==> src/verilog/cache_pkg.sv <==
package cache_pkg;

	localparam int addr_w         = 12;
	localparam int word_w         = 32;
	localparam int tag_w          = 5;
	localparam int index_w        = 3;
	localparam int offset_w       = 2;
	localparam int byte_w         = 2;
	localparam int num_lines      = 8;
	localparam int words_per_line = 4;
	localparam int mem_addr_w     = tag_w + index_w + offset_w;
	localparam int mem_words      = 1024;
	localparam int stat_w         = 32;

	// byte address as the processor sees it, msb first
	typedef struct packed {
		logic [tag_w-1:0]    tag;
		logic [index_w-1:0]  index;
		logic [offset_w-1:0] offset;
		logic [byte_w-1:0]   byte_off;
	} cache_addr_t;

	typedef struct packed {
		logic              write;
		cache_addr_t       addr;
		logic [word_w-1:0] wdata;
	} cpu_req_t;

	typedef struct packed {
		logic [word_w-1:0] rdata;
		logic              was_hit;
	} cpu_rsp_t;

	// word-wide command to the backing memory
	typedef struct packed {
		logic                  we;
		logic [mem_addr_w-1:0] addr;
		logic [word_w-1:0]     wdata;
	} mem_req_t;

	typedef struct packed {
		logic             valid;
		logic [tag_w-1:0] tag;
	} line_meta_t;

	typedef enum logic [2:0] {
		idle,
		lookup,
		refill,
		refill_wait,
		write_through,
		respond
	} ctrl_state_t;

	typedef enum logic [2:0] {
		none,
		read_hit,
		read_miss,
		write_hit,
		write_miss
	} stat_event_t;

endpackage

==> src/verilog/cache_array.sv <==
`timescale 1ns/1ns

module cache_array
	import cache_pkg::*;
(
	input  logic                CLK,
	input  logic                rst,
	input  logic [index_w-1:0]  index,
	input  logic [tag_w-1:0]    tag,
	input  logic                fill_en,
	input  logic [offset_w-1:0] fill_word,
	input  logic [word_w-1:0]   fill_data,
	input  logic                word_we,
	input  logic [offset_w-1:0] word_sel,
	input  logic [word_w-1:0]   word_data,
	input  logic                set_valid,
	input  logic                clear_valid,
	output logic                hit,
	output logic [word_w-1:0]   rd_word
);

	line_meta_t        meta [num_lines];
	logic [word_w-1:0] data [num_lines][words_per_line];
	line_meta_t        cur_meta;

	// only the valid bits come out of reset
	always_ff @(posedge CLK) begin
		if (rst) begin
			for (int i = 0; i < num_lines; i++) begin
				meta[i].valid <= 1'b0;
			end
		end else if (set_valid) begin
			meta[index].valid <= 1'b1;
			meta[index].tag <= tag;
		end else if (clear_valid) begin
			meta[index].valid <= 1'b0;
		end
	end

	always_ff @(posedge CLK) begin
		if (fill_en) begin
			data[index][fill_word] <= fill_data;
		end else if (word_we) begin
			data[index][word_sel] <= word_data;
		end
	end

	assign cur_meta = meta[index];
	assign hit = cur_meta.valid && (cur_meta.tag == tag);
	assign rd_word = data[index][word_sel];

endmodule

==> config.mk <==
export PLATFORM = sky130hd
export DESIGN_NAME = cache_array
export DESIGN_NICKNAME = d
export VERILOG_FILES = /design/src/verilog/cache_pkg.sv /design/src/verilog/cache_array.sv
export SDC_FILE = /design/constraint.sdc
export NUM_CORES = 1
export LEC_CHECK = 0
export ABC_AREA = 1
export ABC_CLOCK_PERIOD_IN_PS = 2900
export BUFFER_PORTS_ARGS = -buffer_cell sky130_fd_sc_hd__buf_4
export CAP_MARGIN = 15
export CORE_ASPECT_RATIO = 0.8
export CORE_MARGIN = 10
export CORE_UTILIZATION = 25
export DETAILED_ROUTE_END_ITERATION = 8
export HOLD_SLACK_MARGIN = 0.08
export PLACE_DENSITY = 0.46
export SYNTH_ARGS = -nofsm -noshare
export SYNTH_HDL_FRONTEND = slang
export SYNTH_SLANG_ARGS = --single-unit
export TNS_END_PERCENT = 5
==> constraint.sdc <==
create_clock -name CLK -period 2.9 [get_ports CLK]
set_input_delay 0.29 -clock CLK [delete_from_list [all_inputs] [get_ports CLK]]
set_output_delay 0.29 -clock CLK [all_outputs]
set_load 0.005 [all_outputs]
==> impl_metrics.csv, run 1 <==
group,metric,value,unit
clock_network,clk_path_buf_depth,3,
synth,synth_area_leaders,"edfxtp_1 72%, nand2_1 14%, nand3_1 2.8%",
synth,ys_warn_count,0,
placed_design,dpl.hpwl,95960,um
synth,syn_area,45010,um2
pwr,p_leak,19.93,nW
clock_network,path_clk_slew,0.06,ns
routing,totalWireLength,157500,um
routing,drc,0,
routing,wl_per_cell,23.22,um
finish,drive_gt1_frac,0.1207,
sta,slew_violations,0,
routing,viasPerCell,4.641,
worst_setup_path,critical_path_class,"input pin to output port",
sta,timing.fmax,0.3829,GHz
routing,drt_iter0_drc,3223,
grt,grt_remaining_overflow,0,
grt,use_met1,0.2337,
die,pin_count,115,
finish,multiInputGateArea,11400,um2
grt,grt_busiest_layer,"met2",
clock_network,htreeDepth,3,
grt,gr-usage-met2,0.2365,
finish,final_net_count,4380,
synth,ys_types,24,
worst_setup_path,critical_path.top_delay_family,"simple AND/OR/NAND/NOR gates",
placed_design,gp_congestion,0.8021,
pwr,powerDensity,622.8,nW/um2
finish,final_common_cell,"nand2_1",
synth,avgSynthCellArea,11.06,um2
die,dieArea,197500,um2
die,start_util,0.2510,
placed_design,dp_slack,0.2427,ns
sta,setup_slack,0.2885,ns
synth,synth.top_cell.area_share,0.7152,
finish,syn2layout_area_growth,20.54,%
sta,rsz0062_at_grt,"false",
clock_network,cts.sinks,1072,
grt,grt_antenna_before_repair,8,
finish,fillCellCount,18290,
worst_setup_path,slowest_delay,0.43,ns
grt,grt_start_max_net_pins,97,
min_path,hold_path_class,"input pin to register",
routing,drt_pre_antenna_iters,5,
synth,synth-seq-cells,1072,
finish,ff_latch_area,32190,um2
finish,layout.cells.non_filler,6782,
synth,postSynthCellCount,4070,
worst_setup_path,path_cells,"buf_8 > clkinv_16 > nor2_4 > buf_4 > nand2_1 > o21ai_1 > inv_1 > nand3b_1 > nand2_1 > nand4_1 > buf_4",
routing,dr_total_vias,31480,
sta,whs,0.1261,ns
synth,yosysSeqAreaShare,0.7152,
clock_network,cts_tree,"yes",
flow_run,maxCapViolations,0,
outcome,outcome,"completed",
sta,finalCriticalPeriod,2.612,ns
die,die_x,494.4,um
worst_setup_path,worst_setup_path_end_kind,"output port",
min_path,holdPathStages,4,
placed_design,dp.cells,6558,
grt,grt_pass1_wl,224000,um
min_path,hold_path_end,"data[4][24]",
sta,finalCritPeriodShare,0.9005,
finish,fin_util,0.3026,
worst_setup_path,crit_buf_inv,5,
synth,synth_nets,4152,
routing,ant_nets,0,
clock_network,clock-root-buffer,"clkbuf_16",
grt,gr-usage-met3,0.02037,
sta,worst_pin_slew,1.198,ns
die,die_h,399.5,um
grt,track_usage,0.1550,
sta,setup_viol,0,
worst_setup_path,critical_path_depth,11,
worst_setup_path,crit_fanout,46,
min_path,min_from,"fill_data[24]",
worst_setup_path,worstPathRequired,2.61,ns
grt,grt_pass1_vias,29420,
sta,hold_viol,0,
finish,layout_common_cells,"1701 x nand2_1, 1072 x edfxtp_1, 251 x buf_4",
pwr,ir_drop,545.2,uV
clock_network,cts_resized,0,
die,rows,139,
synth,yosys.area.top_type,"edfxtp_1",
placed_design,port_buffers,114,
clock_network,numCtsBuffers,104,
worst_setup_path,startpoint_type,"input pin",
worst_setup_path,slowest_stage,"nor2_4",
die,core,179300,um2
sta,relSlewSlack,0.2012,
worst_setup_path,arrival,2.32,ns
sequential cells by signal (all words and copies together) (netlist names):
name	count
meta	48
data	1024
per-stage QoR:
step,cell area (um2),power (mW),setup TNS [ns]
2_1_floorplan,45010,19.17,-1.306
3_3_place_gp,50650,20.57,0
3_5_place_dp,50650,20.57,0
4_1_cts,54210,34.05,0
5_1_grt,54250,34.94,0
6_report,54250,33.79,0
worst min-delay path, cell delays in order:
cell and delay (ns):
buf_4 0.10, nand2_1 0.05, o21ai_0 0.06, clkbuf_4 0.20
routing by layer:
metal  wire length (um)  share of wire
met2              69000           0.44
met3               9696          0.062
met4               3046          0.019
met1              75760           0.48
met5                  0              0
power by group:
group,switching [mW],leakage (nW),internal (mW)
clock network,6.13,1.60,7.39
registers,0.0597,9.60,17.4
logic,1.98,8.73,0.813
cell type report:
cell class              count  share of cell area
well taps                2397             0.05528
diodes                      2          0.00009225
inverters                 120            0.008971
clock inverters            58             0.01031
multi-input cells        2633              0.2101
repair buffers            367             0.07156
flip-flops and latches   1072              0.5933
clock buffers             133             0.05037
synthesized netlist by cell type:
cell      instances
or2_0             1
nor2_4            4
nor2_1           68
o21bai_1          1
clkbuf_1         53
nand3_1         249
inv_2             3
inv_4             2
a32oi_1           2
buf_4            26
buf_1            10
a31oi_1           2
inv_6             1
nand2_2           1
buf_2           149
o21ai_1          52
inv_1           114
a21oi_1         240
edfxtp_1       1072
nand3b_1          2
o21ai_0         234
nand2_1        1703
nand4_1          74
buf_6             7
what timing repair did:
action                                 CTS  global route
endpoints found under the hold margin  224             0
hold buffers                            27             0
buffers inserted                         0             0
worst max-delay path by stage:
| stage | endpoint | startpoint | slack [ns] |
|---|---|---|---|
| CTS | rd_word[16] | data[0][16] | 0.27 |
| global placement | rd_word[29] | index[0] | 0.27 |
| detailed placement | data[7][24] | word_we | 0.24 |
| floorplan | data[6][100] | index[2] | -0.01 |
| global route | hit | index[0] | 0.16 |
| finish | rd_word[18] | index[0] | 0.29 |
logic make-up after synthesis:
| family | share of synthesized area |
|---|---|
| AND/OR/NAND/NOR | 0.1873 |
| AO/OA/AOI/OAI | 0.05933 |
| flip-flops | 0.7152 |
| buffers and inverters | 0.03814 |
(Power assumes the default switching activity.)
==> inputs of run 2 (changes only) <==
--- a/config.mk
+++ b/config.mk
@@ -6,7 +6,7 @@
 export NUM_CORES = 1
 export LEC_CHECK = 0
 export ABC_AREA = 1
-export ABC_CLOCK_PERIOD_IN_PS = 2900
+export ABC_CLOCK_PERIOD_IN_PS = 2400
 export BUFFER_PORTS_ARGS = -buffer_cell sky130_fd_sc_hd__buf_4
 export CAP_MARGIN = 15
 export CORE_ASPECT_RATIO = 0.8
@@ -14,7 +14,6 @@
 export CORE_UTILIZATION = 25
 export DETAILED_ROUTE_END_ITERATION = 8
 export HOLD_SLACK_MARGIN = 0.08
-export PLACE_DENSITY = 0.46
 export SYNTH_ARGS = -nofsm -noshare
 export SYNTH_HDL_FRONTEND = slang
 export SYNTH_SLANG_ARGS = --single-unit
==> constraint.sdc (replaced) <==
create_clock -name CLK -period 2.4 [get_ports CLK]
set_input_delay 0.24 -clock CLK [delete_from_list [all_inputs] [get_ports CLK]]
set_output_delay 0.24 -clock CLK [all_outputs]
set_load 0.005 [all_outputs]
==> run 2 against run 1 <==
  * The flow now finishes with violations (negative setup slack)
  * Final cell count is 0.22% higher
  * Final area is 0.69% higher
  * Global-route usage is 1.3 points lower
  * Wire length is 8.5% lower
  * First-iteration DRC count is 21% higher
  * Sequential share of layout area is 0.41 points lower
  * Critical path depth is 4 lower
  * Non-clock buffer count is 22 higher
  * Worst hold slack worse by 0.036 ns
  * Clock power is 20% higher
  * Combinational power is 20% higher
  * Critical endpoint is now rd_word[7]
  * Largest cell class unchanged
  * Largest power group unchanged
==> impl_metrics.csv, run 2 (synthesis results as in run 1) <==
group,metric,value,unit
sta,setup_viol,1,
die,die_x,494.4,um
worst_setup_path,arrival,2.16,ns
routing,drc,0,
finish,layout_common_cells,"1689 x nand2_1, 1072 x edfxtp_1, 265 x buf_4",
finish,ff_latch_area,32190,um2
min_path,hold_path_class,"input pin to register",
routing,drt_iter0_drc,3887,
routing,totalWireLength,144100,um
clock_network,htreeDepth,3,
outcome,violations,"negative setup slack",
outcome,outcome,"finished, violations left",
clock_network,path_clk_slew,0.06,ns
pwr,ir_drop,532.9,uV
grt,grt_antenna_before_repair,4,
finish,largest_register_ff_count,1024,
sta,slew_violations,0,
finish,multiInputGateArea,11450,um2
grt,grt_pass1_vias,30270,
finish,final_net_count,4401,
sta,timing.fmax,0.4159,GHz
die,core,179300,um2
sta,rsz0062_at_grt,"true",
finish,final_common_cell,"nand2_1",
clock_network,clock-root-buffer,"clkbuf_16",
grt,track_usage,0.1418,
worst_setup_path,worstPathRequired,2.16,ns
finish,fillCellCount,18060,
finish,top_register,"data",
clock_network,cts.sinks,1072,
finish,top_regs,"data (1024), meta (48)",
worst_setup_path,startpoint_type,"register",
die,rows,139,
routing,wl_per_cell,21.20,um
sta,setup_slack,-0.004288,ns
finish,fin_util,0.3047,
sta,finalCriticalPeriod,2.404,ns
finish,drive_gt1_frac,0.1309,
pwr,total_power,40.67,mW
routing,drt_pre_antenna_iters,5,
pwr,powerDensity,744.5,nW/um2
grt,grt_start_max_net_pins,96,
placed_design,gp_congestion,0.8146,
finish,n_antenna_cell,0,
worst_setup_path,critical_path_class,"register to output port",
finish,layout.cells.non_filler,6797,
placed_design,dp.cells,6588,
placed_design,dpl.hpwl,88940,um
sta,finalCritPeriodShare,1.002,
die,pin_count,115,
die,die_h,399.5,um
worst_setup_path,crit_fanout,1,
sta,worst_pin_slew,1.144,ns
worst_setup_path,worst_setup_path_end_kind,"output port",
routing,viasPerCell,4.690,
flow_run,maxCapViolations,0,
placed_design,dp_slack,-0.1334,ns
placed_design,port_buffers,114,
clock_network,clk_path_buf_depth,3,
pwr,p_leak,20.11,nW
finish,syn2layout_area_growth,21.38,%
clock_network,cts_tree,"yes",
grt,grt_remaining_overflow,0,
routing,ant_nets,0,
sta,hold_viol,0,
clock_network,numCtsBuffers,103,
grt,grt_pass1_wl,209800,um
sta,relSlewSlack,0.2290,
die,dieArea,197500,um2
routing,dr_total_vias,31880,
die,start_util,0.2510,
==> run 2: changes by cell type in the layout (fill, tap and decap cells not counted), sizes merged <==
cell,change
buf,+29
clkbuf,-9
clkinv,-7
inv,+7
dlygate4sd3,-4
bufinv,+2
diode,-2
clkinvlp,-1
==> run 2: layer usage <==
layer  up-vias  GRT usage  routed length (um)
li1      14520          -                   -
met1     15510     0.1954               61060
met2      1556     0.2194               64130
met3       284    0.02801               13180
met4         2    0.05504                5718
met5         -          0                  13
==> run 2: worst max-delay path, stage by stage (launching register included) <==
cell      delay (ns)
edfxtp_1        0.36
nand2_1         0.08
a21oi_1         0.08
o21ai_1         0.16
nand2_2         0.09
nand2_1         0.07
nand4_1         0.32
buf_4           0.27
==> run 2: final cells by class <==
type,instances,area share
Sequential cell,1072,0.5893
Multi-Input combinational cell,2633,0.2097
Timing Repair Buffer,389,0.07744
Tap cell,2397,0.05490
Clock buffer,127,0.04922
Clock inverter,59,0.01081
Inverter,120,0.008681
==> run 2: where the power goes <==
group | leakage, nW | switching, mW | internal (mW)
logic | 8.90 | 2.33 | 1.03
clock network | 1.61 | 7.15 | 9.04
registers | 9.60 | 0.0741 | 21.0
==> run 2: what timing repair did <==
action	4_1_cts	5_1_grt
buffers inserted	0	0
gates resized for setup	14	20
setup endpoints to repair	14	22
endpoints found under the hold margin	265	0
pin swaps	2	8
cloned	0	0
hold buffers	23	0
==> run 2: through the flow <==
stage | TNS (ns) | instance area (um2) | hold WS, ns
6_report | -0.004288 | 54630 | 0.09059
5_1_grt | -0.8100 | 54630 | 0.1239
4_1_cts | -0.2637 | 54580 | 0.08009
3_5_place_dp | -1.362 | 51050 | 0.5094
3_3_place_gp | -1.941 | 51050 | 0.5052
2_1_floorplan | -420.30 | 45010 | 0.3389
==> run 2: worst paths after layout <==
check / slack (ns) / cells after the start / start / end
setup / recovery: -0.004 / 7 / data[3][71] / rd_word[7]
hold / removal: 0.09 / 4 / fill_data[1] / data[7][97]
