===== src/verilog/cache_pkg.sv =====
package cache_pkg;

	localparam int addr_w         = 12;
	localparam int word_w         = 32;
	localparam int tag_w          = 5;
	localparam int index_w        = 3;
	localparam int offset_w       = 2;
	localparam int byte_w         = 2;
	localparam int num_lines      = 8;
	localparam int words_per_line = 4;
	localparam int mem_addr_w     = tag_w + index_w + offset_w;
	localparam int mem_words      = 1024;
	localparam int stat_w         = 32;

	// byte address as the processor sees it, msb first
	typedef struct packed {
		logic [tag_w-1:0]    tag;
		logic [index_w-1:0]  index;
		logic [offset_w-1:0] offset;
		logic [byte_w-1:0]   byte_off;
	} cache_addr_t;

	typedef struct packed {
		logic              write;
		cache_addr_t       addr;
		logic [word_w-1:0] wdata;
	} cpu_req_t;

	typedef struct packed {
		logic [word_w-1:0] rdata;
		logic              was_hit;
	} cpu_rsp_t;

	// word-wide command to the backing memory
	typedef struct packed {
		logic                  we;
		logic [mem_addr_w-1:0] addr;
		logic [word_w-1:0]     wdata;
	} mem_req_t;

	typedef struct packed {
		logic             valid;
		logic [tag_w-1:0] tag;
	} line_meta_t;

	typedef enum logic [2:0] {
		idle,
		lookup,
		refill,
		refill_wait,
		write_through,
		respond
	} ctrl_state_t;

	typedef enum logic [2:0] {
		none,
		read_hit,
		read_miss,
		write_hit,
		write_miss
	} stat_event_t;

endpackage


===== src/verilog/cache_stats.sv =====
`timescale 1ns/1ns

module cache_stats
	import cache_pkg::*;
(
	input  logic              CLK,
	input  logic              rst,
	input  stat_event_t       stat_ev,
	output logic [stat_w-1:0] rd_hits,
	output logic [stat_w-1:0] rd_misses,
	output logic [stat_w-1:0] wr_hits,
	output logic [stat_w-1:0] wr_misses
);

	always_ff @(posedge CLK) begin
		if (rst) begin
			rd_hits <= '0;
			rd_misses <= '0;
			wr_hits <= '0;
			wr_misses <= '0;
		end else begin
			case (stat_ev)
				read_hit: rd_hits <= rd_hits + 1'b1;
				read_miss: rd_misses <= rd_misses + 1'b1;
				write_hit: wr_hits <= wr_hits + 1'b1;
				write_miss: wr_misses <= wr_misses + 1'b1;
				default: ;
			endcase
		end
	end

endmodule


===== config.mk =====
export PLATFORM = sky130hd
export DESIGN_NAME = cache_stats
export DESIGN_NICKNAME = d
export VERILOG_FILES = /design/src/verilog/cache_pkg.sv /design/src/verilog/cache_stats.sv
export SDC_FILE = /design/constraint.sdc
export NUM_CORES = 1
export LEC_CHECK = 0
export ABC_AREA = 0
export BUFFER_PORTS_ARGS = -buffer_cell sky130_fd_sc_hd__buf_2
export CORE_MARGIN = 4
export CORE_UTILIZATION = 55
export DETAILED_ROUTE_END_ITERATION = 7
export PLACE_DENSITY_LB_ADDON = 0.1
export SETUP_SLACK_MARGIN = 0.15
export SKIP_CTS_REPAIR_TIMING = 1
export SYNTH_ARGS = -nofsm -noshare
export SYNTH_HDL_FRONTEND = slang
export SYNTH_SLANG_ARGS = --single-unit

===== constraint.sdc =====
create_clock -name CLK -period 2.5 [get_ports CLK]
set_input_delay 0.375 -clock CLK [delete_from_list [all_inputs] [get_ports CLK]]
set_output_delay 0.375 -clock CLK [all_outputs]
set_load 0.005 [all_outputs]

==> metrics.md, run 1 <==
| Metric | Value |
|---|---|
| RSZ-0062 raised after global routing | no |
| Synthesized net count | 719 |
| Synth area leaders | sky130_fd_sc_hd__dfxtp_1 (42%), sky130_fd_sc_hd__a21oi_1 (6.7%), sky130_fd_sc_hd__or4_1 (6.5%), sky130_fd_sc_hd__o31ai_1 (5.7%), sky130_fd_sc_hd__nand4_1 (4.4%) |
| EDFF count, synth | 0 |
| Initial DRT Pass Iterations | 5 |
| Critical Path, Cell by Cell | nand4_1 > or4_1 > buf_4 > or4_1 > a21oi_1 |
| Startpoint of the worst hold path | stat_ev[1] |
| Post-synth top area cell | sky130_fd_sc_hd__dfxtp_1 |
| Sum of overflow across all layers after global routing | 0 |
| Start point of the critical path | wr_misses[2]$_SDFFE_PP0N_ |
| Achievable clock frequency | 469 MHz |
| Number of instances in the synthesized netlist | 710 |
| First-pass GRT wire length | 25,400 µm |
| TritonCTS Sinks | 128 |
| Source-to-sink clock delay at the later pin of the worst-skew pair | 520 ps |
| Yosys reg bits | 128 |
| Pleak | 2.80 nW |
| Largest net degree at the start of global routing | 60 |
| Startpoint Class | register |
| Clock root cell | sky130_fd_sc_hd__clkbuf_8 |
| Antenna violations before repair | 0 |
| CTS clock-pin slew for the worst setup and hold paths | 60 ps |
| Critical path buffer and inverter count | 1 |
| Result of the run | finished clean |
| Initial core utilization | 56.2% |
| Type of the worst min-delay path | in2reg |
| Fin Clk Skew | 7.84 ps |
| Category of the critical setup timing path | reg2reg |
| Cell area after technology mapping | 6090 µm² |
| Total global-route track usage | 23.8% |
| Max Root-Sink Buffers | 2 |
| Total power | 4.60 mW |
| Number of inserted diodes | 0 |
| Area overhead of the layout relative to synthesis | 22.7% |
| Peak per-stage delay on the critical path | 570 ps |
| Clock tree from TritonCTS | built |
| Power Density | 616 nW/µm² |
| Number of nets in the layout | 845 |
| Top-level I/O count | 133 |
| Count of vias placed by the detailed router | 5,917 |
| Die height | 113 µm |
| Total die area | 12,800 µm² |
| Maximum fanout count along the critical path | 19 |
| Post-synthesis average cell area | 8.58 µm² |
| Fraction of final layout cells sized beyond drive strength 1 | 22.7% |
| Final slew viol count | 0 |
| Yosys warning count | 0 |
| Average wire per standard cell | 15.4 µm |
| Number of levels in the clock H-tree | 4 |
| Max_slew headroom | 56.7% |
| Final clock period utilization by the worst path | 85.3% |
| Worst-margin pin slew | 643 ps |
| Count of maximum capacitance violations | 0 |
| Async set-or-reset flop fraction in the synthesized netlist | 0% |
| DRT Wirelength | 15,300 µm |
| Num rows | 38 |
| Iter 0 DRT Violations | 399 |
| Main flop type after synthesis | sky130_fd_sc_hd__dfxtp_1 |
| VDD IR-drop max | 598 µV |
| Number of I/O port buffers | 132 |
| Number of buffers added by the clock tree synthesis step | 17 |
| Sequential area share after synthesis | 42.1% |
| WP data arrival | 2590 ps |
| Critical path capture point type | register |
| Most frequent cell on the critical path | sky130_fd_sc_hd__or4_1 |
| Cell variety after synth | 36 |
| Number of DRC violations after detailed routing | 0 |
| Post-DP HPWL | 10,600 µm |
| Category of cells accounting for the largest share of critical-path delay | simple AND/OR/NAND/NOR gates |
| Routed Antenna Nets | 0 |
| Sum of negative setup slack | 0 ps |
| Vias in the first global route | 5,429 |
| Final setup violation count | 0 |
| Number of hold violations in the final report | 0 |
| Routability cong. | 0.851 |
| Leading cell types by count after synthesis | sky130_fd_sc_hd__dfxtp_1 (128), sky130_fd_sc_hd__a21oi_1 (81), sky130_fd_sc_hd__or4_1 (53) |
| Final period demand of the worst path | 2130 ps |
| Startpoint of the worst register-to-register path | wr_misses[2]$_SDFFE_PP0N_ |
| Master of the slowest instance on the critical path | sky130_fd_sc_hd__or4_1 |
| Overall die width | 113 µm |
| Library cell with the highest instance count after synthesis | sky130_fd_sc_hd__dfxtp_1 |
| Worst EP required | 2960 ps |
| Number of vias per cell after detailed routing | 5.98 |
| CORE AREA | 10,800 µm² |
| Top cell type's share of synthesized area | 42.1% |
[power breakdown]
| group | total, mW | switching, mW | internal, mW | leakage (nW) |
|---|---|---|---|---|
| combinational | 0.0883 | 0.0587 | 0.0297 | 1.48 |
| clock | 2.47 | 0.925 | 1.54 | 0.283 |
| sequential | 2.05 | 0.00556 | 2.05 | 1.03 |
[final timing paths]
path              slack, ps                    endpoint  cells past startpoint
setup / recovery        370  wr_misses[31]$_SDFFE_PP0N_                      5
hold / removal          340   rd_misses[2]$_SDFFE_PP0N_                      4
setup reg to reg        370  wr_misses[31]$_SDFFE_PP0N_                      5
hold reg to reg         480  wr_misses[31]$_SDFFE_PP0N_                      2
[per-stage QoR]
stage / cells / worst slack (ps) / utilization (%) / area, µm² / hold WS, ps
floorplan: 710 / 479 / - / 6090 / 468
global placement: 957 / 174 / 63.4 / 6870 / 458
detailed placement: 957 / 136 / 63.4 / 6870 / 474
CTS: 989 / 203 / 68.8 / 7460 / 320
global route: 989 / 240 / 68.9 / 7470 / 352
finish: 989 / 367 / 68.9 / 7470 / 340
[flip-flops by register name, summed over array words and instances, names as in the netlist]
signal / cells
wr_misses: 32
wr_hits: 32
rd_misses: 32
rd_hits: 32
[layout make-up]
class,count,area (µm²)
Clock buffer,18,428
Timing Repair Buffer,146,781
Sequential cell,128,2560
Fill cell,901,3370
Clock inverter,14,166
Tap cell,140,175
Inverter,14,52.6
Multi-Input combinational cell,529,3300
[metal layers]
metal | vias up | track usage (%) | share of wire [%]
met2 | 179 | 38.0 | 48
met4 | 0 | 10.5 | 2.3
met1 | 2765 | 29.2 | 43
met5 | - | 0 | 0
met3 | 29 | 8.18 | 6.6
li1 | 2944 | - | -
[cell usage in the layout (no fill, tap or decap), types with 5 or more instances in the layout]
| cell type | netlist | final |
|---|---|---|
| sky130_fd_sc_hd__buf_2 | 4 | 131 |
| sky130_fd_sc_hd__dfxtp_1 | 128 | 128 |
| sky130_fd_sc_hd__a21oi_1 | 81 | 81 |
| sky130_fd_sc_hd__or4_1 | 53 | 51 |
| sky130_fd_sc_hd__nor2_1 | 48 | 48 |
| sky130_fd_sc_hd__o31ai_1 | 46 | 46 |
| sky130_fd_sc_hd__nand4_1 | 43 | 43 |
| sky130_fd_sc_hd__nand2_1 | 43 | 43 |
| sky130_fd_sc_hd__o21ai_0 | 32 | 32 |
| sky130_fd_sc_hd__or3_1 | 32 | 32 |
| sky130_fd_sc_hd__nand3_1 | 31 | 31 |
| sky130_fd_sc_hd__xor2_1 | 21 | 21 |
| sky130_fd_sc_hd__and4_1 | 17 | 17 |
| sky130_fd_sc_hd__xnor2_1 | 16 | 16 |
| sky130_fd_sc_hd__clkbuf_16 | 0 | 16 |
| sky130_fd_sc_hd__inv_1 | 14 | 14 |
| sky130_fd_sc_hd__buf_4 | 1 | 14 |
| sky130_fd_sc_hd__and3_1 | 11 | 11 |
| sky130_fd_sc_hd__nor3_1 | 8 | 8 |
| sky130_fd_sc_hd__nor2b_1 | 7 | 7 |
| sky130_fd_sc_hd__and2_1 | 7 | 7 |
| sky130_fd_sc_hd__mux2_2 | 7 | 7 |
| sky130_fd_sc_hd__nor4_1 | 5 | 5 |
[kinds of logic after synthesis]
| group | Yosys count | synth area share (%) |
|---|---|---|
| AO/OA/AOI/OAI | 161 | 15.2 |
| buffers and inverters | 53 | 3.78 |
| flip-flops | 128 | 42.1 |
| AND/OR/NAND/NOR | 317 | 31.0 |
| XOR/XNOR | 37 | 5.32 |
| multiplexers | 10 | 1.79 |
| adder cells (fa/ha/maj) | 4 | 0.822 |
[worst reg2reg max path: cells and delay by family, from the launching register on]
family / cells / cell delay [ps]
buf+inv: 1 / 210
flops: 1 / 430
compound gates: 1 / 150
simple gates: 3 / 1290
Note: power is estimated with default switching activity, not from simulation.
==> inputs of run 2 (changes only) <==
- PLACE_DENSITY: unset -> 0.81
- PLACE_DENSITY_LB_ADDON: 0.1 -> unset
==> metrics.md, run 2 (synthesis results as in run 1) <==
| Metric | Value |
|---|---|
| Num rows | 38 |
| Number of levels in the clock H-tree | 4 |
| Max_slew headroom | 60.3% |
| Most common cell after layout, fill and taps aside | sky130_fd_sc_hd__buf_2 |
| Routability cong. | 0.846 |
| Placed instance count | 958 |
| DRT Wirelength | 15,800 µm |
| Critical path capture point type | register |
| Fraction of final layout cells sized beyond drive strength 1 | 22.6% |
| Number of inserted diodes | 0 |
| Depth of the most critical reg-to-reg path | 5 |
| Worst EP required | 2950 ps |
| Pleak | 2.84 nW |
| Total global-route track usage | 24.8% |
| Hold depth | 2 |
| Count of vias placed by the detailed router | 6,055 |
| Antenna violations before repair | 0 |
| Number of I/O port buffers | 132 |
| Number of vias per cell after detailed routing | 6.12 |
| Count of maximum capacitance violations | 0 |
| Power Density | 654 nW/µm² |
| Fin Clk Skew | 10.8 ps |
| RSZ-0062 raised after global routing | no |
| Non-filler cells, final | 990 |
| Number of DRC violations after detailed routing | 0 |
| TritonCTS Sinks | 128 |
| CORE AREA | 10,800 µm² |
| Final setup violation count | 0 |
| Post-DP HPWL | 11,000 µm |
| Final period demand of the worst path | 2170 ps |
| Type of the worst min-delay path | in2reg |
| Sum of overflow across all layers after global routing | 0 |
| Hold_ws | 307 ps |
| Initial core utilization | 56.2% |
| Worst-margin pin slew | 588 ps |
| Initial DRT Pass Iterations | 5 |
| Total power | 4.93 mW |
| Total die area | 12,800 µm² |
| Category of the critical setup timing path | reg2reg |
| Average wire per standard cell | 15.9 µm |
| Die height | 113 µm |
| Sum of negative setup slack | 0 ps |
| CTS clock-pin slew for the worst setup and hold paths | 60 ps |
| Final slew viol count | 0 |
| Vias in the first global route | 5,649 |
| Achievable clock frequency | 462 MHz |
| Maximum fanout count along the critical path | 11 |
| Max Root-Sink Buffers | 2 |
| Result of the run | finished clean |
| Clock root cell | sky130_fd_sc_hd__clkbuf_8 |
| Source-to-sink clock delay at the later pin of the worst-skew pair | 530 ps |
| Top-level I/O count | 133 |
| Iter 0 DRT Violations | 406 |
| First-pass GRT wire length | 26,400 µm |
| Routed Antenna Nets | 0 |
| Area overhead of the layout relative to synthesis | 23.8% |
| Largest net degree at the start of global routing | 50 |
| VDD IR-drop max | 448 µV |
| Final clock period utilization by the worst path | 86.6% |
| Overall die width | 113 µm |
| Commonest cells after routing, fill and taps aside | sky130_fd_sc_hd__buf_2 (131), sky130_fd_sc_hd__dfxtp_1 (128), sky130_fd_sc_hd__a21oi_1 (81) |
| WP data arrival | 2620 ps |
| Number of nets in the layout | 846 |
| Clock tree from TritonCTS | built |
| Layout Utilization | 69.5% |
| Register-to-register setup slack | 330 ps |
| Startpoint Class | register |
| Number of fill cells | 885 |
| Number of buffers added by the clock tree synthesis step | 17 |
| Number of hold violations in the final report | 0 |
run 2: changes by cell type in the layout (fill, tap and decap cells not counted), sizes merged:
cell | before | now
buf | 146 | 147
bufinv | 3 | 6
clkbuf | 18 | 22
clkinv | 7 | 2
clkinvlp | 4 | 2
run 2: area by class of cell:
cell class	instances	area [µm²]	area share, %
repair buffers	147	776	10.3
well taps	140	175	2.32
clock buffers	22	463	6.14
inverters	14	52.6	0.697
clock inverters	10	205	2.72
flip-flops and latches	128	2560	34.0
multi-input cells	529	3300	43.8
run 2: worst paths after layout:
path / end / start
worst max register to register: rd_hits[20]$_SDFFE_PP0N_ / rd_hits[0]$_SDFFE_PP0N_
worst max-delay path: rd_hits[20]$_SDFFE_PP0N_ / rd_hits[0]$_SDFFE_PP0N_
worst min-delay path: rd_hits[10]$_SDFFE_PP0N_ / rst
worst min register to register: rd_hits[27]$_SDFFE_PP0N_ / rd_hits[27]$_SDFFE_PP0N_
run 2: power breakdown:
group	switching (mW)	internal (mW)
combinational	0.0576	0.0274
clock	0.897	1.90
sequential	0.00711	2.05
run 2: stage by stage:
stage / area [µm²] / setup slack, ps
final: 7540 / 334
after global routing: 7540 / 223
after CTS: 7530 / 206
after detailed placement: 6860 / 173
after global placement: 6860 / 193
after floorplan: 6090 / 479
run 2: worst max-delay path, stage by stage (launching register included):
cell	delay [ps]
sky130_fd_sc_hd__dfxtp_1	390
sky130_fd_sc_hd__ha_1	210
sky130_fd_sc_hd__nand4bb_1	210
sky130_fd_sc_hd__or4_1	700
sky130_fd_sc_hd__or3_1	400
sky130_fd_sc_hd__a21oi_1	170
run 2: per-layer routing:
layer | vias to the layer above | routed length (µm) | track usage, %
met4 | 0 | 310 | 10.3
met2 | 208 | 7550 | 40.2
met3 | 25 | 1130 | 7.22
li1 | 2947 | - | -
met5 | - | 0 | 0
met1 | 2875 | 6770 | 30.8
