`src/verilog/cache_pkg.sv`:
```
package cache_pkg;

	localparam int addr_w         = 12;
	localparam int word_w         = 32;
	localparam int tag_w          = 5;
	localparam int index_w        = 3;
	localparam int offset_w       = 2;
	localparam int byte_w         = 2;
	localparam int num_lines      = 8;
	localparam int words_per_line = 4;
	localparam int mem_addr_w     = tag_w + index_w + offset_w;
	localparam int mem_words      = 1024;
	localparam int stat_w         = 32;

	// byte address as the processor sees it, msb first
	typedef struct packed {
		logic [tag_w-1:0]    tag;
		logic [index_w-1:0]  index;
		logic [offset_w-1:0] offset;
		logic [byte_w-1:0]   byte_off;
	} cache_addr_t;

	typedef struct packed {
		logic              write;
		cache_addr_t       addr;
		logic [word_w-1:0] wdata;
	} cpu_req_t;

	typedef struct packed {
		logic [word_w-1:0] rdata;
		logic              was_hit;
	} cpu_rsp_t;

	// word-wide command to the backing memory
	typedef struct packed {
		logic                  we;
		logic [mem_addr_w-1:0] addr;
		logic [word_w-1:0]     wdata;
	} mem_req_t;

	typedef struct packed {
		logic             valid;
		logic [tag_w-1:0] tag;
	} line_meta_t;

	typedef enum logic [2:0] {
		idle,
		lookup,
		refill,
		refill_wait,
		write_through,
		respond
	} ctrl_state_t;

	typedef enum logic [2:0] {
		none,
		read_hit,
		read_miss,
		write_hit,
		write_miss
	} stat_event_t;

endpackage

```
`src/verilog/cache_ctrl_fsm.sv`:
```
`timescale 1ns/1ns

module cache_ctrl_fsm
	import cache_pkg::*;
(
	input  logic                CLK,
	input  logic                rst,
	input  logic                req_valid,
	input  cpu_req_t            req,
	input  logic                rsp_ready,
	input  logic                hit,
	input  logic [word_w-1:0]   rd_word,
	input  logic [word_w-1:0]   mem_rdata,
	input  logic [offset_w-1:0] beat,
	input  logic                last,
	output logic                req_ready,
	output logic                rsp_valid,
	output cpu_rsp_t            rsp,
	output logic                mem_valid,
	output mem_req_t            mem_req,
	output logic [index_w-1:0]  index,
	output logic [tag_w-1:0]    tag,
	output logic                fill_en,
	output logic [offset_w-1:0] fill_word,
	output logic [word_w-1:0]   fill_data,
	output logic                word_we,
	output logic [offset_w-1:0] word_sel,
	output logic [word_w-1:0]   word_data,
	output logic                set_valid,
	output logic                clear_valid,
	output logic                cnt_start,
	output logic                cnt_step,
	output stat_event_t         stat_ev
);

	ctrl_state_t state, state_nxt;
	cpu_req_t    req_q;
	logic        hit_q;

	always_ff @(posedge CLK) begin
		if (rst) begin
			state <= idle;
		end else begin
			state <= state_nxt;
		end
	end

	// request and lookup result are held for the whole transaction
	always_ff @(posedge CLK) begin
		if (req_valid && req_ready) begin
			req_q <= req;
		end
		if (state == lookup) begin
			hit_q <= hit;
		end
	end

	always_comb begin
		state_nxt = state;
		case (state)
			idle: begin
				if (req_valid) state_nxt = lookup;
			end
			lookup: begin
				if (!hit) state_nxt = refill;
				else if (req_q.write) state_nxt = write_through;
				else state_nxt = respond;
			end
			refill: state_nxt = refill_wait;
			refill_wait: begin
				// a write miss finishes as a write hit once the line is in
				if (last) state_nxt = req_q.write ? write_through : respond;
				else state_nxt = refill;
			end
			write_through: state_nxt = respond;
			respond: begin
				if (rsp_ready) state_nxt = idle;
			end
			default: state_nxt = idle;
		endcase
	end

	assign req_ready = (state == idle);
	assign rsp_valid = (state == respond);
	assign rsp.rdata = req_q.write ? req_q.wdata : rd_word;
	assign rsp.was_hit = hit_q;

	assign index = req_q.addr.index;
	assign tag = req_q.addr.tag;

	// refill beats read, write-through writes the requested word
	assign mem_valid = (state == refill) || (state == write_through);
	assign mem_req.we = (state == write_through);
	assign mem_req.addr = {req_q.addr.tag, req_q.addr.index,
		(state == write_through) ? req_q.addr.offset : beat};
	assign mem_req.wdata = req_q.wdata;

	assign fill_en = (state == refill_wait);
	assign fill_word = beat;
	assign fill_data = mem_rdata;
	assign set_valid = (state == refill_wait) && last;
	assign clear_valid = (state == refill) && (beat == '0);

	assign word_we = (state == write_through);
	assign word_sel = req_q.addr.offset;
	assign word_data = req_q.wdata;

	assign cnt_start = (state == lookup) && !hit;
	assign cnt_step = (state == refill_wait);

	always_comb begin
		stat_ev = none;
		if (state == lookup) begin
			if (req_q.write) stat_ev = hit ? write_hit : write_miss;
			else stat_ev = hit ? read_hit : read_miss;
		end
	end

endmodule

```
`config.mk`:
```
export PLATFORM = sky130hd
export DESIGN_NAME = cache_ctrl_fsm
export DESIGN_NICKNAME = d
export VERILOG_FILES = /design/src/verilog/cache_pkg.sv /design/src/verilog/cache_ctrl_fsm.sv
export SDC_FILE = /design/constraint.sdc
export NUM_CORES = 1
export LEC_CHECK = 0
export ABC_AREA = 0
export BUFFER_PORTS_ARGS = -buffer_cell sky130_fd_sc_hd__buf_4
export CAP_MARGIN = 20
export CORE_AREA = 3 3 107 109
export DETAILED_ROUTE_END_ITERATION = 7
export DIE_AREA = 0 0 110 112
export GPL_TIMING_DRIVEN = 1
export HOLD_SLACK_MARGIN = 0.05
export SLEW_MARGIN = 20
export SYNTH_ARGS = -nofsm -noshare
export SYNTH_HDL_FRONTEND = slang
export SYNTH_SLANG_ARGS = --single-unit
```
`constraint.sdc`:
```
create_clock -name CLK -period 6.5 [get_ports CLK]
set_input_delay 1.95 -clock CLK [delete_from_list [all_inputs] [get_ports CLK]]
set_output_delay 1.95 -clock CLK [all_outputs]
set_load 0.05 [all_outputs]
```
==> flow_summary.json, run 1 <==
{
  "leakage_power_figure_nw": 1.77,
  "core-area_um2": 10700,
  "cap_violations": 0,
  "detailedRoute.firstPassIterationCount": 4,
  "grt.total_usage_pct": 10.8,
  "min_period_over_period_pct": 72.3,
  "dieWidth_um": 110,
  "globalRoute.busiestLayer": "met2",
  "synth_nets": 360,
  "syn-mean-instance-area_um2": 12.2,
  "wl_per_cell_um": 15.1,
  "rows": 38,
  "synth_area_leaders": "sky130_fd_sc_hd__edfxtp_1 (45%), sky130_fd_sc_hd__buf_4 (31%), sky130_fd_sc_hd__mux2_2 (13%)",
  "flow.area_growth_from_synthesis_pct": 32.6,
  "ys_ff_latch": 47,
  "dieArea_um2": 12300,
  "yosysTopAreaCell": "sky130_fd_sc_hd__edfxtp_1",
  "syn-cell-area_um2": 2950,
  "outcome": "finished, final reports clean",
  "final_core_util_pct": 36.5,
  "worst_hold_path.num_cells": 1,
  "setup_viol": 0,
  "yosys.cell_types.count": 28,
  "max-clock-path-buffers": 2,
  "yosysSeqAreaShare_pct": 46.9,
  "regToRegSetupSlack_ns": 4.50,
  "cts_tree": "built",
  "drive_above_1_share_pct": 76.6,
  "predominant_post_synthesis_flop_cell": "sky130_fd_sc_hd__edfxtp_1",
  "vias": 1900,
  "route.detailed.drc": 0,
  "synth_top_cell_area_share_pct": 44.8,
  "numClockSinks": 47,
  "holdPathEnd": "state[1]$_SDFFE_PP0P_",
  "first_global_vias": 1962,
  "path_max_fanout": 5,
  "use_met2_pct": 19.1,
  "hold_buffers": 0,
  "min-delay-path-class": "flop to flop",
  "cts_setup_buffers": 0,
  "synth_enable_flop_cells": 44,
  "crit_type": "input pin to output pin",
  "worst-endpoint-arrival_ns": 2.75,
  "rsz0062_at_grt": "no",
  "violation_count_after_the_first_detailed_routing_iteration": 58,
  "ctsHtreeMaxLevel": 2,
  "powerDensity_nw_per_um2": 300,
  "worstMarginPinSlew_ns": 1.01,
  "globalRouteOverflowTotal": 0,
  "cts.reportedPaths.clkPinSlew_ns": 0.09,
  "die_height_um": 112,
  "hold_viol_final": 0,
  "synth-warning-count": 0,
  "groute.layer.met1.usage_pct": 11.6,
  "ys_async_sr_fraction_pct": 0,
  "mostFrequentLayoutCells": "sky130_fd_sc_hd__buf_4 (215), sky130_fd_sc_hd__edfxtp_1 (44), sky130_fd_sc_hd__mux2_2 (34), sky130_fd_sc_hd__clkbuf_8 (5), sky130_fd_sc_hd__and2_1 (4)",
  "rr_endpoint": "word_data[0]$_DFFE_PP_",
  "cts_made_buffers": 5,
  "pin_count": 281,
  "ant_nets_after_route": 0,
  "largest_net_degree_at_the_start_of_global_routing": 44,
  "initial_utilization_pct": 27.5,
  "post_synth_inst_count": 241,
  "drt-vias-per-instance": 3.97,
  "finalWorstPathRequiredPeriod_ns": 4.70,
  "grtUsageMet3_pct": 2.61,
  "setup_tns_ns": 0,
  "power.ir.vdd_worst_v": 0.000118,
  "layout.nets": 456,
  "gp_congestion": 0.714,
  "antenna_violations_before_repair": 0,
  "finalClockSkew_ns": 0.00521,
  "relSlewSlack_pct": 32.8,
  "worstReg2RegStart": "state[0]$_SDFFE_PP0P_",
  "detail_route.wirelength_um": 7200,
  "post_cts_resized": 0,
  "dp_hpwl_um": 5820,
  "cp.required_ns": 4.55,
  "num_antenna_cells": 0,
  "length_in_cells_of_the_worst_reg_to_reg_path": 2,
  "number_of_slew_limit_violations_in_the_final_report": 0,
  "layout_commonest_cell": "sky130_fd_sc_hd__buf_4",
  "hold_path.startpoint": "state[2]$_SDFFE_PP0P_",
  "filler_cell_count": 1068,
  "nature_of_the_critical_path_endpoint": "output pin",
  "critical_path.startpoint_type": "input pin",
  "placement.io_buffers": 214,
  "grt_pass1_wl_um": 10300,
  "maxClockFrequency_mhz": 213,
  "root_buffer": "sky130_fd_sc_hd__clkbuf_8",
  "clkLatencyLatePin_ns": 0.29,
  "fin_hold_ws_ns": 0.727
}
-- synthesized netlist by cell type, types with 2 or more instances --
library cell / instances
sky130_fd_sc_hd__mux2_2: 34
sky130_fd_sc_hd__buf_4: 120
sky130_fd_sc_hd__nand2b_1: 2
sky130_fd_sc_hd__a31oi_1: 2
sky130_fd_sc_hd__nor2_1: 3
sky130_fd_sc_hd__ha_1: 2
sky130_fd_sc_hd__and2_1: 5
sky130_fd_sc_hd__buf_2: 5
sky130_fd_sc_hd__edfxtp_1: 44
sky130_fd_sc_hd__nor3_1: 2
sky130_fd_sc_hd__inv_1: 3
sky130_fd_sc_hd__dfxtp_1: 3
-- metrics by stage --
step | cell area, µm² | std cells | setup slack, ns | power, mW
5_1_grt | 3910 | 478 | 1.74 | 1.22
3_5_place_dp | 3800 | 470 | 1.76 | 0.974
2_1_floorplan | 2950 | 241 | 0.916 | 0.912
3_3_place_gp | 3800 | 470 | 1.77 | 0.972
4_1_cts | 3910 | 478 | 1.76 | 1.19
6_report | 3910 | 478 | 1.80 | 1.17
-- cell families after synthesis --
kind of cell | after synthesis | synth area share (%)
compound gates | 7 | 1.70
xor+xnor | 1 | 0.297
fa+ha+maj | 2 | 0.849
buf+inv | 129 | 32.2
flops | 47 | 46.9
mux | 34 | 13.0
simple gates | 21 | 5.10
-- state kept, by name, indices dropped and copies added (netlist names) --
| name | cells |
|---|---|
| hit_q | 1 |
| index | 3 |
| req_q | 1 |
| state | 3 |
| tag | 5 |
| word_data | 32 |
| word_sel | 2 |
-- worst max path at each step --
stage	startpoint	to	slack, ns	cells after the start
floorplan	beat[0]	clear_valid	0.92	2
global placement	hit	stat_ev[1]	1.77	5
detailed placement	hit	stat_ev[1]	1.76	5
CTS	hit	stat_ev[1]	1.76	5
global route	hit	stat_ev[1]	1.74	5
finish	hit	stat_ev[1]	1.80	5
-- worst max-delay path, cell delays in order --
cell	delay (ns)
sky130_fd_sc_hd__buf_4	0.13
sky130_fd_sc_hd__inv_1	0.11
sky130_fd_sc_hd__ha_1	0.24
sky130_fd_sc_hd__and2_1	0.14
sky130_fd_sc_hd__buf_4	0.18
-- area by class of cell --
type / instances / area (µm²) / area share (%)
tap: 140 / 175 / 4.48
inverter: 3 / 11.3 / 0.288
clock inverter: 3 / 38.8 / 0.993
clock buffer: 5 / 68.8 / 1.76
multi-input combinational: 65 / 618 / 15.8
timing repair buffer: 215 / 1610 / 41.3
sequential: 47 / 1380 / 35.4
-- power breakdown --
part	internal, mW	switching (mW)	leakage [nW]
clock network	0.113	0.0966	0.0556
logic	0.173	0.382	1.27
registers	0.374	0.0323	0.441
-- layer usage --
layer  vias up  part of all wire [%]
met1       873                    35
met4         0                   4.2
met5         -                     0
met3        35                   8.3
met2       101                    52
li1        891                     -
No activity file was read; power rests on OpenSTA's default activity.
==> inputs of run 2 (changes only) <==
CORE_AREA = 3 3 108 110   (was 3 3 107 109)
DIE_AREA = 0 0 111 113   (was 0 0 110 112)
clock period = 4.6 ns   (was 6.5 ns; I/O delays follow)
==> run 2 against run 1 <==
  * Cell count unchanged
  * Register-to-register slack worse by 1.6 ns
  * Largest power group unchanged
  * Largest cell class unchanged
  * Sequential share of layout area increased by 0.19 points
  * Flip-flop and latch count unchanged
  * Sequential power grew 42%
  * Total power grew 38%
  * Count of clock-buffer cells in the layout grew 1
  * Clock skew shrank 0.0010 ns
  * Clock power grew 21%
  * Critical path depth stayed put
  * Global-route usage rose by 0.83 points
==> flow_summary.json, run 2 (synthesis results as in run 1) <==
{
  "worst_path_max_delay_cell": "sky130_fd_sc_hd__ha_1",
  "wl_per_cell_um": 16.2,
  "maxClockFrequency_mhz": 280,
  "cts_made_buffers": 5,
  "dieWidth_um": 111,
  "crit_start": "hit",
  "cts_setup_buffers": 0,
  "cap_violations": 0,
  "cp_common_cell": "sky130_fd_sc_hd__buf_4",
  "placed_cells": 470,
  "cts.reportedPaths.clkPinSlew_ns": 0.09,
  "min_period_over_period_pct": 77.6,
  "share_of_power_burned_in_registers_pct": 35.7,
  "crit_type": "input pin to output pin",
  "core-area_um2": 10800,
  "clkLatencyLatePin_ns": 0.29,
  "max-clock-path-buffers": 2,
  "layout_commonest_cell": "sky130_fd_sc_hd__buf_4",
  "dieArea_um2": 12500,
  "violation_count_after_the_first_detailed_routing_iteration": 67,
  "cell_internal_pwr_mw": 0.880,
  "finalClockSkew_ns": 0.00416,
  "initial_utilization_pct": 27.3,
  "combPwrFrac_pct": 48.8,
  "setup_viol": 0,
  "hold_buffers": 0,
  "critical_path.startpoint_type": "input pin",
  "filler_free_cell_count_of_the_finished_design": 478,
  "cp_slowest_stage_delay_ns": 0.24,
  "grt.total_usage_pct": 11.6,
  "number_of_slew_limit_violations_in_the_final_report": 0,
  "globalRouteOverflowTotal": 0,
  "power.ir.vdd_worst_v": 0.000180,
  "numClockSinks": 47,
  "path_max_fanout": 5,
  "length_in_cells_of_the_worst_reg_to_reg_path": 2,
  "rsz0062_at_grt": "no",
  "placement.io_buffers": 214,
  "number_of_flip_flops_in_the_largest_register": 32,
  "relSlewSlack_pct": 56.6,
  "ctsHtreeMaxLevel": 2,
  "first_global_vias": 2071,
  "grt_pass1_wl_um": 11500,
  "total_switching_power_mw": 0.736,
  "outcome": "finished, final reports clean",
  "ant_nets_after_route": 0,
  "route.detailed.drc": 0,
  "antenna_violations_before_repair": 0,
  "post_cts_resized": 0,
  "min-delay-path-class": "flop to flop",
  "crit_end": "stat_ev[1]",
  "mostFrequentLayoutCells": "sky130_fd_sc_hd__buf_4 (215), sky130_fd_sc_hd__edfxtp_1 (44), sky130_fd_sc_hd__mux2_2 (34), sky130_fd_sc_hd__clkbuf_8 (5), sky130_fd_sc_hd__and2_1 (4)",
  "pin_count": 281,
  "drive_above_1_share_pct": 76.6,
  "drt-vias-per-instance": 4.04,
  "powerDensity_nw_per_um2": 416,
  "detail_route.wirelength_um": 7750,
  "num_antenna_cells": 0,
  "nature_of_the_critical_path_endpoint": "output pin",
  "hold_viol_final": 0,
  "cts_tree": "built",
  "leakage_power_figure_nw": 1.76,
  "setup_tns_ns": 0,
  "rows": 38,
  "relative_contribution_of_the_clock_network_to_total_power_pct": 15.6,
  "cp.required_ns": 3.22,
  "root_buffer": "sky130_fd_sc_hd__clkbuf_8",
  "worstReg2RegStart": "state[0]$_SDFFE_PP0P_",
  "vias": 1932,
  "flow.area_growth_from_synthesis_pct": 31.9,
  "worstMarginPinSlew_ns": 0.651,
  "largest_net_degree_at_the_start_of_global_routing": 44,
  "gp_congestion": 0.727,
  "detailedRoute.firstPassIterationCount": 4,
  "dp_hpwl_um": 6180,
  "regToRegSetupSlack_ns": 2.86,
  "crit_path_cell_trace": "buf_4 > inv_1 > ha_1 > and2_1 > buf_4",
  "power.share.switching_pct": 45.5,
  "worst-endpoint-arrival_ns": 2.19,
  "die_height_um": 113,
  "rr_endpoint": "word_data[11]$_DFFE_PP_",
  "layout.nets": 456,
  "finalWorstPathRequiredPeriod_ns": 3.57
}
-- run 2: worst max-delay path, delay by kind of cell --
kind / cells / cell delay, ns
buffers and inverters: 3 / 0.42
AND/OR/NAND/NOR: 1 / 0.13
adder cells (fa/ha/maj): 1 / 0.24
-- run 2: cell type report --
type	count	area [µm²]
fillers	1077	6910
well taps	140	175
flip-flops and latches	47	1380
multi-input cells	65	619
inverters	3	11.3
clock inverters	2	12.5
clock buffers	6	72.6
repair buffers	215	1610
-- run 2: worst min path at each step --
stage | from | end | slack [ns] | cells after the start
after global placement | state[2]$_SDFFE_PP0P_ | state[1]$_SDFFE_PP0P_ | 0.68 | 1
after floorplan | state[2]$_SDFFE_PP0P_ | state[1]$_SDFFE_PP0P_ | 0.64 | 2
after global routing | state[2]$_SDFFE_PP0P_ | state[1]$_SDFFE_PP0P_ | 0.78 | 1
after detailed placement | state[2]$_SDFFE_PP0P_ | state[1]$_SDFFE_PP0P_ | 0.71 | 1
after CTS | state[2]$_SDFFE_PP0P_ | state[1]$_SDFFE_PP0P_ | 0.72 | 1
final | state[2]$_SDFFE_PP0P_ | state[1]$_SDFFE_PP0P_ | 0.74 | 1
-- run 2: metrics by stage --
stage	hold WS, ns	util (%)	instance area (µm²)	power [mW]	setup slack (ns)
2_1_floorplan	0.639	-	2950	1.29	0.156
3_3_place_gp	0.681	35.2	3800	1.38	1.01
3_5_place_dp	0.707	35.2	3800	1.38	1.01
4_1_cts	0.723	36.0	3880	1.64	0.999
5_1_grt	0.781	36.0	3890	1.69	0.959
6_report	0.739	36.0	3890	1.62	1.03
-- run 2: power by group through the flow --
stage | logic [mW] | clock network, mW | registers (mW)
floorplan | 0.729 | 0 | 0.560
detailed placement | 0.796 | 0 | 0.587
CTS | 0.797 | 0.267 | 0.579
global placement | 0.794 | 0 | 0.586
finish | 0.788 | 0.252 | 0.576
global route | 0.819 | 0.286 | 0.585
-- run 2: metal layers --
layer	vias to the layer above	global-route usage [%]	wire length (µm)
li1	894	-	-
met1	875	12.5	2760
met2	129	20.6	3980
met3	34	3.74	704
met4	0	6.08	305
met5	-	0	0
